`config.mk`:
```
export PLATFORM = sky130hd
export DESIGN_NAME = cpuTop
export DESIGN_NICKNAME = d
export VERILOG_FILES = /design/src/common/mipsPkg.sv /design/src/hw/datapath/pipeReg.sv /design/src/hw/datapath/regFile.sv /design/src/hw/datapath/alu.sv /design/src/hw/datapath/datapath.sv /design/src/hw/controlDecoder.sv /design/src/hw/hazardUnit.sv /design/src/hw/cpuTop.sv
export SDC_FILE = /design/constraint.sdc
export NUM_CORES = 2
export LEC_CHECK = 0
export BUFFER_PORTS_ARGS = -buffer_cell sky130_fd_sc_hd__buf_4
export CAP_MARGIN = 30
export CORE_MARGIN = 2
export CORE_UTILIZATION = 47
export DETAILED_ROUTE_END_ITERATION = 8
export PLACE_DENSITY = 0.68
export SLEW_MARGIN = 10
export SYNTH_ARGS = -nofsm -noshare
export SYNTH_HDL_FRONTEND = slang
export SYNTH_SLANG_ARGS = --single-unit
export TNS_END_PERCENT = 100
```
`constraint.sdc`:
```
create_clock -name clk -period 13.6 [get_ports clk]
set_input_delay 1.36 -clock clk [delete_from_list [all_inputs] [get_ports clk]]
set_output_delay 1.36 -clock clk [all_outputs]
set_load 0.05 [all_outputs]
```
`src/common/mipsPkg.sv`:
```
`default_nettype none

package mipsPkg;

    // opcode field values
    localparam logic [5:0] opSpecial = 6'h00; // register-register group
    localparam logic [5:0] opAddiu   = 6'h09;
    localparam logic [5:0] opLw      = 6'h23;
    localparam logic [5:0] opSw      = 6'h2b;
    localparam logic [5:0] opBeq     = 6'h04;

    // function field values of the special opcode
    localparam logic [5:0] fnAddu = 6'h21;
    localparam logic [5:0] fnSubu = 6'h23;
    localparam logic [5:0] fnAnd  = 6'h24;
    localparam logic [5:0] fnOr   = 6'h25;
    localparam logic [5:0] fnSlt  = 6'h2a;

    typedef enum logic [2:0] {
        aluAdd = 3'd0,
        aluSub = 3'd1,
        aluAnd = 3'd2,
        aluOr  = 3'd3,
        aluSlt = 3'd4  // signed compare
    } aluOp_t;

    // operand source in execute
    typedef enum logic [1:0] {
        fwdReg = 2'd0, // value read in decode
        fwdMem = 2'd1, // memory stage result
        fwdWb  = 2'd2  // writeback result
    } fwdSel_t;

    typedef struct packed {
        logic   regWrite;
        logic   memToReg;
        logic   memWrite;
        logic   aluSrcImm;
        logic   regDstRt;  // write rt instead of rd
        logic   branch;
        aluOp_t aluOp;
    } decodeCtrl_t;

    typedef struct packed {
        decodeCtrl_t ctrl;
        logic [31:0] pcPlus4;
        logic [31:0] readA;
        logic [31:0] readB;
        logic [31:0] imm;      // sign extended
        logic [4:0]  rs;
        logic [4:0]  rt;
        logic [4:0]  writeReg; // already picked from rd or rt
    } stageDE_t;

    typedef struct packed {
        logic        regWrite;
        logic        memToReg;
        logic        memWrite;
        logic [31:0] aluOut;
        logic [31:0] storeData;
        logic [4:0]  writeReg;
    } stageEM_t;

    typedef struct packed {
        logic        regWrite;
        logic [31:0] result;
        logic [4:0]  writeReg;
    } stageMW_t;

endpackage

`default_nettype wire

```
`src/hw/datapath/pipeReg.sv`:
```
`timescale 1ns/10ps
`default_nettype none

// one stage register with the payload chosen per instance
module pipeReg #(
    parameter type payload_t = logic
) (
    input  logic     clk,
    input  logic     reset,
    input  logic     stall,
    input  logic     flush,
    input  payload_t din,
    output payload_t dout
);

    always_ff @(posedge clk) begin
        if (reset || flush) begin
            dout <= '0;      // all-zero payload is a bubble
        end else if (!stall) begin
            dout <= din;
        end
    end

endmodule

`default_nettype wire

```
`src/hw/datapath/regFile.sv`:
```
`timescale 1ns/10ps
`default_nettype none

module regFile (
    input  logic        clk,
    input  logic [4:0]  readAddrA,
    input  logic [4:0]  readAddrB,
    output logic [31:0] readA,
    output logic [31:0] readB,
    input  logic        writeEn,
    input  logic [4:0]  writeAddr,
    input  logic [31:0] writeData
);

    logic [31:0] regs [32];

    always_ff @(posedge clk) begin
        if (writeEn && writeAddr != 5'd0) begin
            regs[writeAddr] <= writeData;
        end
    end

    // write-through lets decode see a value retiring this cycle
    function automatic logic [31:0] readPort(input logic [4:0] addr);
        if (addr == 5'd0) begin
            return 32'd0;
        end else if (writeEn && writeAddr == addr) begin
            return writeData;
        end
        return regs[addr];
    endfunction

    assign readA = readPort(readAddrA);
    assign readB = readPort(readAddrB);

endmodule

`default_nettype wire

```
`src/hw/datapath/alu.sv`:
```
`timescale 1ns/10ps
`default_nettype none

module alu import mipsPkg::*; (
    input  logic [31:0] a,
    input  logic [31:0] b,
    input  aluOp_t      op,
    output logic [31:0] result,
    output logic        zero
);

    always_comb begin
        case (op)
            aluAdd:  result = a + b;
            aluSub:  result = a - b;            // also used by beq
            aluAnd:  result = a & b;
            aluOr:   result = a | b;
            aluSlt:  result = {31'd0, $signed(a) < $signed(b)};
            default: result = 32'd0;
        endcase
    end

    assign zero = (result == 32'd0);

endmodule

`default_nettype wire

```
`src/hw/datapath/datapath.sv`:
```
`timescale 1ns/10ps
`default_nettype none

module datapath import mipsPkg::*; #(
    parameter logic [31:0] resetPc = 32'h0000_0000
) (
    input  logic        clk,
    input  logic        reset,
    output logic [31:0] pc,
    input  logic [31:0] instr,
    output logic [31:0] aluoutM,
    output logic [31:0] writedataM,
    output logic        memWrite,
    input  logic [31:0] readData,
    output logic [31:0] instrD,
    input  decodeCtrl_t ctrlD,
    output logic [4:0]  rsD,
    output logic [4:0]  rtD,
    output logic [4:0]  rsE,
    output logic [4:0]  rtE,
    output logic [4:0]  writeRegE,
    output logic [4:0]  writeRegM,
    output logic [4:0]  writeRegW,
    output logic        memToRegE,
    output logic        regWriteM,
    output logic        regWriteW,
    output logic        branchTaken,
    input  logic        stallF,
    input  logic        stallD,
    input  logic        flushD,
    input  logic        flushE,
    input  fwdSel_t     fwdA,
    input  fwdSel_t     fwdB
);

    logic [31:0] pcPlus4F, pcNext, branchTarget;
    logic [31:0] pcPlus4D, immD, readAD, readBD;
    logic [4:0]  rdD;
    logic [31:0] srcA, srcB, fwdValB, aluResult, resultM;
    logic        zeroE;
    stageDE_t    deIn, deOut;
    stageEM_t    emIn, emOut;
    stageMW_t    mwIn, mwOut;

    // fetch
    assign pcPlus4F = pc + 32'd4;
    assign pcNext   = branchTaken ? branchTarget : pcPlus4F;

    always_ff @(posedge clk) begin
        if (reset) begin
            pc <= resetPc;
        end else if (branchTaken || !stallF) begin
            pc <= pcNext;  // taken beq wins over a hold
        end
    end

    always_ff @(posedge clk) begin
        if (reset || flushD) begin
            instrD   <= 32'd0;     // zero word decodes as nop
            pcPlus4D <= 32'd0;
        end else if (!stallD) begin
            instrD   <= instr;
            pcPlus4D <= pcPlus4F;
        end
    end

    // decode
    assign rsD  = instrD[25:21];
    assign rtD  = instrD[20:16];
    assign rdD  = instrD[15:11];
    assign immD = {{16{instrD[15]}}, instrD[15:0]};

    regFile i_regFile (
        .clk       (clk),
        .readAddrA (rsD),
        .readAddrB (rtD),
        .readA     (readAD),
        .readB     (readBD),
        .writeEn   (mwOut.regWrite),
        .writeAddr (mwOut.writeReg),
        .writeData (mwOut.result)
    );

    always_comb begin
        deIn.ctrl     = ctrlD;
        deIn.pcPlus4  = pcPlus4D;
        deIn.readA    = readAD;
        deIn.readB    = readBD;
        deIn.imm      = immD;
        deIn.rs       = rsD;
        deIn.rt       = rtD;
        deIn.writeReg = ctrlD.regDstRt ? rtD : rdD;
    end

    pipeReg #(.payload_t(stageDE_t)) i_regDE (
        .clk(clk), .reset(reset), .stall(1'b0), .flush(flushE), .din(deIn), .dout(deOut)
    );

    // execute
    assign rsE       = deOut.rs;
    assign rtE       = deOut.rt;
    assign writeRegE = deOut.writeReg;
    assign memToRegE = deOut.ctrl.memToReg;

    function automatic logic [31:0] fwdMux(input fwdSel_t sel, input logic [31:0] regVal);
        case (sel)
            fwdMem:  return resultM;
            fwdWb:   return mwOut.result;
            default: return regVal;
        endcase
    endfunction

    assign srcA    = fwdMux(fwdA, deOut.readA);
    assign fwdValB = fwdMux(fwdB, deOut.readB);
    assign srcB    = deOut.ctrl.aluSrcImm ? deOut.imm : fwdValB;

    alu i_alu (
        .a      (srcA),
        .b      (srcB),
        .op     (deOut.ctrl.aluOp),
        .result (aluResult),
        .zero   (zeroE)
    );

    assign branchTaken  = deOut.ctrl.branch & zeroE;  // beq subtracts rs - rt
    assign branchTarget = deOut.pcPlus4 + {deOut.imm[29:0], 2'b00};

    always_comb begin
        emIn.regWrite  = deOut.ctrl.regWrite;
        emIn.memToReg  = deOut.ctrl.memToReg;
        emIn.memWrite  = deOut.ctrl.memWrite;
        emIn.aluOut    = aluResult;
        emIn.storeData = fwdValB;        // forwarded rt rather than the immediate
        emIn.writeReg  = deOut.writeReg;
    end

    pipeReg #(.payload_t(stageEM_t)) i_regEM (
        .clk(clk), .reset(reset), .stall(1'b0), .flush(1'b0), .din(emIn), .dout(emOut)
    );

    // memory
    assign aluoutM    = emOut.aluOut;
    assign writedataM = emOut.storeData;
    assign memWrite   = emOut.memWrite;
    assign regWriteM  = emOut.regWrite;
    assign writeRegM  = emOut.writeReg;
    assign resultM    = emOut.memToReg ? readData : emOut.aluOut;

    always_comb begin
        mwIn.regWrite = emOut.regWrite;
        mwIn.result   = resultM;
        mwIn.writeReg = emOut.writeReg;
    end

    pipeReg #(.payload_t(stageMW_t)) i_regMW (
        .clk(clk), .reset(reset), .stall(1'b0), .flush(1'b0), .din(mwIn), .dout(mwOut)
    );

    // writeback
    assign regWriteW = mwOut.regWrite;
    assign writeRegW = mwOut.writeReg;

endmodule

`default_nettype wire

```
`src/hw/controlDecoder.sv`:
```
`timescale 1ns/10ps
`default_nettype none

module controlDecoder import mipsPkg::*; (
    input  logic [31:0] instrD,
    output decodeCtrl_t ctrlD
);

    logic [5:0] opcode;
    logic [5:0] funct;

    assign opcode = instrD[31:26];
    assign funct  = instrD[5:0];

    always_comb begin
        ctrlD = '0;                      // unknown encodings stay a nop
        case (opcode)
            opSpecial: begin
                ctrlD.regWrite = 1'b1;
                case (funct)
                    fnAddu:  ctrlD.aluOp = aluAdd;
                    fnSubu:  ctrlD.aluOp = aluSub;
                    fnAnd:   ctrlD.aluOp = aluAnd;
                    fnOr:    ctrlD.aluOp = aluOr;
                    fnSlt:   ctrlD.aluOp = aluSlt;
                    default: ctrlD = '0; // includes the all-zero word
                endcase
            end
            opAddiu: begin
                ctrlD.regWrite  = 1'b1;
                ctrlD.aluSrcImm = 1'b1;
                ctrlD.regDstRt  = 1'b1;
                ctrlD.aluOp     = aluAdd;
            end
            opLw: begin
                ctrlD.regWrite  = 1'b1;
                ctrlD.memToReg  = 1'b1;
                ctrlD.aluSrcImm = 1'b1;
                ctrlD.regDstRt  = 1'b1;
                ctrlD.aluOp     = aluAdd;  // base plus offset
            end
            opSw: begin
                ctrlD.memWrite  = 1'b1;
                ctrlD.aluSrcImm = 1'b1;
                ctrlD.aluOp     = aluAdd;
            end
            opBeq: begin
                ctrlD.branch = 1'b1;
                ctrlD.aluOp  = aluSub;     // zero flag means equal
            end
            default: ctrlD = '0;
        endcase
    end

endmodule

`default_nettype wire

```
`src/hw/hazardUnit.sv`:
```
`timescale 1ns/10ps
`default_nettype none

module hazardUnit import mipsPkg::*; (
    input  logic [4:0] rsD,
    input  logic [4:0] rtD,
    input  logic [4:0] rsE,
    input  logic [4:0] rtE,
    input  logic [4:0] writeRegE,
    input  logic [4:0] writeRegM,
    input  logic [4:0] writeRegW,
    input  logic       memToRegE,
    input  logic       regWriteM,
    input  logic       regWriteW,
    input  logic       branchTaken,
    output logic       stallF,
    output logic       stallD,
    output logic       flushD,
    output logic       flushE,
    output fwdSel_t    fwdA,
    output fwdSel_t    fwdB
);

    logic loadUse;

    // younger producer first
    function automatic fwdSel_t pickSource(input logic [4:0] srcReg);
        if (regWriteM && writeRegM != 5'd0 && writeRegM == srcReg) begin
            return fwdMem;
        end else if (regWriteW && writeRegW != 5'd0 && writeRegW == srcReg) begin
            return fwdWb;
        end
        return fwdReg;
    endfunction

    assign fwdA = pickSource(rsE);
    assign fwdB = pickSource(rtE);

    // load in execute feeding the instruction in decode
    assign loadUse = memToRegE && (writeRegE == rsD || writeRegE == rtD);

    assign stallF = loadUse;
    assign stallD = loadUse;
    assign flushD = branchTaken;
    assign flushE = loadUse | branchTaken;  // bubble or squashed slot

endmodule

`default_nettype wire

```
`src/hw/cpuTop.sv`:
```
`timescale 1ns/10ps
`default_nettype none

module cpuTop import mipsPkg::*; #(
    parameter logic [31:0] resetPc = 32'h0000_0000
) (
    input  logic        clk,
    input  logic        reset,
    output logic [31:0] pc,
    input  logic [31:0] instr,
    output logic [31:0] aluoutM,
    output logic [31:0] writedataM,
    output logic        memWrite,
    input  logic [31:0] readData
);

    logic [31:0] instrD;
    decodeCtrl_t ctrlD;
    logic [4:0]  rsD, rtD, rsE, rtE;
    logic [4:0]  writeRegE, writeRegM, writeRegW;
    logic        memToRegE, regWriteM, regWriteW, branchTaken;
    logic        stallF, stallD, flushD, flushE;
    fwdSel_t     fwdA, fwdB;

    datapath #(.resetPc(resetPc)) i_datapath (
        .clk(clk), .reset(reset), .pc(pc), .instr(instr),
        .aluoutM(aluoutM), .writedataM(writedataM), .memWrite(memWrite), .readData(readData),
        .instrD(instrD), .ctrlD(ctrlD),
        .rsD(rsD), .rtD(rtD), .rsE(rsE), .rtE(rtE),
        .writeRegE(writeRegE), .writeRegM(writeRegM), .writeRegW(writeRegW),
        .memToRegE(memToRegE), .regWriteM(regWriteM), .regWriteW(regWriteW),
        .branchTaken(branchTaken),
        .stallF(stallF), .stallD(stallD), .flushD(flushD), .flushE(flushE),
        .fwdA(fwdA), .fwdB(fwdB)
    );

    controlDecoder i_controlDecoder (
        .instrD (instrD),
        .ctrlD  (ctrlD)
    );

    hazardUnit i_hazardUnit (
        .rsD(rsD), .rtD(rtD), .rsE(rsE), .rtE(rtE),
        .writeRegE(writeRegE), .writeRegM(writeRegM), .writeRegW(writeRegW),
        .memToRegE(memToRegE), .regWriteM(regWriteM), .regWriteW(regWriteW),
        .branchTaken(branchTaken),
        .stallF(stallF), .stallD(stallD), .flushD(flushD), .flushE(flushE),
        .fwdA(fwdA), .fwdB(fwdB)
    );

endmodule

`default_nettype wire

```
==> results.md <==
- Avg WL per Cell: 30.1 um
- Cells after Synth: 4654
- Initial DRC Count: 5486
- Top-area cell type share of the netlist area: 0.448
- Worst Max-Slew Pin Slew: 1.01 ns
- Seq/Total Area, Yosys: 0.550
- CP endpoint: i_datapath.instrD[22]$_SDFFE_PP0N_
- Vias: 43600
- Flops & latches, synth: 1375
- Top_reg_cell synth: edfxtp_1
- Num ports: 163
- Final period utilization: 0.666
- Detailed Route WL: 204 mm
- H-Tree Level Count: 4
- CTS resizes: 0
- Final Max Slew Viols: 0
- Die X: 386 um
- CTS buffer count: 144
- Min-delay worst type: register to register
- Placement Cell Area: 71700 sq um
- Final hold vios: 0
- YS warnings: 0
- Remaining DRCs: 0
- Number of global-route vias before repair: 42700
- Maximum number of pins on one net before global-route repair: 117
- Initial antenna violation count: 5
- Final Instance Area: 76500 sq um
- CTS tree: done
- Largest cells by area after synthesis: edfxtp_1 (45%), mux4_2 (21%), dfxtp_1 (10%)
- Post-CTS setup buffer count: 0
- Die ar.: 149000 sq um
- Root Driver: clkbuf_16
- Syn Std Cell Area: 68600 sq um
- Top post-synthesis cells by count: edfxtp_1 (1024), mux4_2 (640), dfxtp_1 (351)
- Clk_lat worst skew: 0.81 ns
- Internal reg-to-reg setup slack: 4.54 ns
- Synth async-reset ratio: 0
- Combinational share of power: 0.127
- Post-synth EDFFs: 1024
- Clk slew on worst S/H paths: 0.06 ns
- Reg-to-reg endpoint: i_datapath.instrD[22]$_SDFFE_PP0N_
- Ant diodes: 0
- Worst setup path category: register to register
- Worst r2r src: i_datapath.i_regMW.dout[2]$_SDFF_PP0_
- Worst Reg-to-Reg Cells: 22
- CTS Hold Bufs: 0
- Port bufs: 162
- Switching Share: 0.256
- Clock share of power: 0.403
- Antenna Violating Nets Remaining: 0
- P_leak: 26.5 nW
- Layout area overhead: 11.4%
- Share of cells above drive strength 1: 0.260
- Power Dens Cells: 130 nW/um^2
- DIE HEIGHT: 386 um
- Overflow after GRT: 0
- Outcome: finished, final reports clean
- Worst EP required: 14.23 ns
- Post-route core utilization: 0.526
- Post-synth top area cell: edfxtp_1
- MaxCap Viol Count: 0
- Clock tree buffer depth: 3
- Nets: 4925
- Most frequent cell after synthesis: edfxtp_1
- Minimum clock period: 9.06 ns
- Synth cell types: 94
- CP startpoint kind: register
- Gr usage total: 0.273
- Initial core utilization: 0.472
- Peak Freq: 110 MHz
- Critical Path Fanout Max: 57
- Hpwl dp: 125 mm
- Num Clock Sinks: 1375
- Final Setup Violations: 0
- Worst Path Arrival: 9.69 ns
- Flop pwr share: 0.470
- First-pass iteration count of the detailed router: 6
- RSZ-0062 raised after global routing: false
- Worst VDD drop: 0.0000875 V
- First-pass GRT wire length: 295 mm
- Crit path launch: i_datapath.i_regMW.dout[2]$_SDFF_PP0_
- Final Skew: 0.0258 ns
- Pwr Total: 0.00995 W
- Switching power: 0.00255 W
- Setup tns final: 0 ns
- Gpl congestion: 0.971
- Row count: 140
- Slew headroom: 0.323
- Core area: 145000 sq um
- Crit. End Element: register
- Syn_area_per_cell: 14.7 sq um
- Internal power: 0.00740 W
- Vias/cell: 6.44
cell usage in the layout (no fill, tap or decap), drive strengths merged, types with 35 or more instances in the layout:
cell / synthesis / layout
nor3: 53 / 53
mux2: 35 / 35
nand2: 293 / 293
and3: 140 / 140
xnor2: 72 / 72
buf: 177 / 289
mux2i: 145 / 145
a21oi: 151 / 151
clkbuf: 197 / 193
nor2: 287 / 287
xor2: 65 / 65
a211oi: 63 / 63
clkinv: 1 / 50
and2: 50 / 50
o21ai: 201 / 201
inv: 109 / 112
edfxtp: 1024 / 1024
dfxtp: 351 / 351
ha: 130 / 130
nand3: 57 / 57
mux4: 640 / 640
a21o: 62 / 62
per-stage QoR:
| stage | hold WS [ns] | worst slack [ns] | cells |
|---|---|---|---|
| global placement | 0.437 | 4.76 | 6477 |
| CTS | 0.453 | 4.66 | 6760 |
| detailed placement | 0.445 | 4.72 | 6494 |
| global route | 0.477 | 4.12 | 6763 |
| floorplan | 0.414 | 7.25 | 4685 |
| finish | 0.453 | 4.54 | 6763 |
registers in the layout (all words and copies together), names as in the netlist, named ones only:
signal / flops
i_datapath.i_regFile.regs: 1024
i_datapath.i_regDE.dout: 135
i_datapath.i_regEM.dout: 72
i_datapath.instrD: 32
i_datapath.pc: 32
i_datapath.i_regMW.dout: 38
i_datapath.pcPlus4D: 32
routing by layer:
layer,GRT usage,vias up,share of wire
li1,-,18400,-
met1,0.373,22300,0.39
met2,0.431,2472,0.47
met3,0.0550,439,0.099
met4,0.106,0,0.039
met5,0,-,0
cells by family (layout without fill, tap and decap cells):
kind of cell,after synthesis,after routing,synth area share
AO/OA/AOI/OAI,663,663,0.0620
XOR/XNOR,137,137,0.0175
adder cells (fa/ha/maj),133,133,0.0246
buffers and inverters,504,665,0.0374
flip-flops,1375,1375,0.550
multiplexers,820,820,0.237
other,1,32,0.0000546
AND/OR/NAND/NOR,1021,1021,0.0712
critical path, cell delays in order (launching register included):
cell	delay, ns
dfxtp_1	0.61
or3_1	0.38
o31ai_1	0.17
nor4_2	0.30
buf_4	0.56
mux2i_1	0.25
nand2_1	0.07
o21ai_0	0.27
o21ai_0	0.35
ha_1	0.71
nand2_1	0.22
or3_1	0.47
a211oi_1	0.57
o21ai_1	0.31
o31ai_2	0.41
o221a_2	0.25
o22ai_1	0.16
a2111oi_0	0.85
nand4_1	0.20
buf_4	0.28
o21ai_4	0.55
buf_4	0.67
a21oi_1	0.14
power by group through the flow:
stage                     clock (W)  sequential, W  combinational [W]
after floorplan                   0        0.00475           0.000854
after global placement            0        0.00479            0.00121
after detailed placement          0        0.00477            0.00124
after CTS                   0.00405        0.00468            0.00125
after global routing        0.00421        0.00468            0.00134
final                       0.00401        0.00467            0.00127
worst min-delay path by stage:
stage | start | slack (ns) | depth (start not counted) | end
floorplan | i_datapath.i_regDE.dout[149]$_SDFF_PP0_ | 0.41 | 1 | i_datapath.i_regEM.dout[69]$_SDFF_PP0_
CTS | i_datapath.instrD[9]$_SDFFE_PP0N_ | 0.45 | 2 | i_datapath.instrD[9]$_SDFFE_PP0N_
finish | i_datapath.instrD[10]$_SDFFE_PP0N_ | 0.45 | 2 | i_datapath.instrD[10]$_SDFFE_PP0N_
global placement | i_datapath.instrD[9]$_SDFFE_PP0N_ | 0.44 | 2 | i_datapath.instrD[9]$_SDFFE_PP0N_
global route | i_datapath.i_regDE.dout[151]$_SDFF_PP0_ | 0.48 | 1 | i_datapath.i_regEM.dout[71]$_SDFF_PP0_
detailed placement | i_datapath.instrD[9]$_SDFFE_PP0N_ | 0.44 | 2 | i_datapath.instrD[9]$_SDFFE_PP0N_
layout make-up:
cell class	instances	area, sq um
clock buffer	193	3980
clock inverter	73	807
fill	11700	68900
inverter	110	413
multi-input combinational	2806	28700
sequential	1375	37800
tap	1917	2400
timing repair buffer	289	2390
No activity file was read; power rests on OpenSTA's default activity.
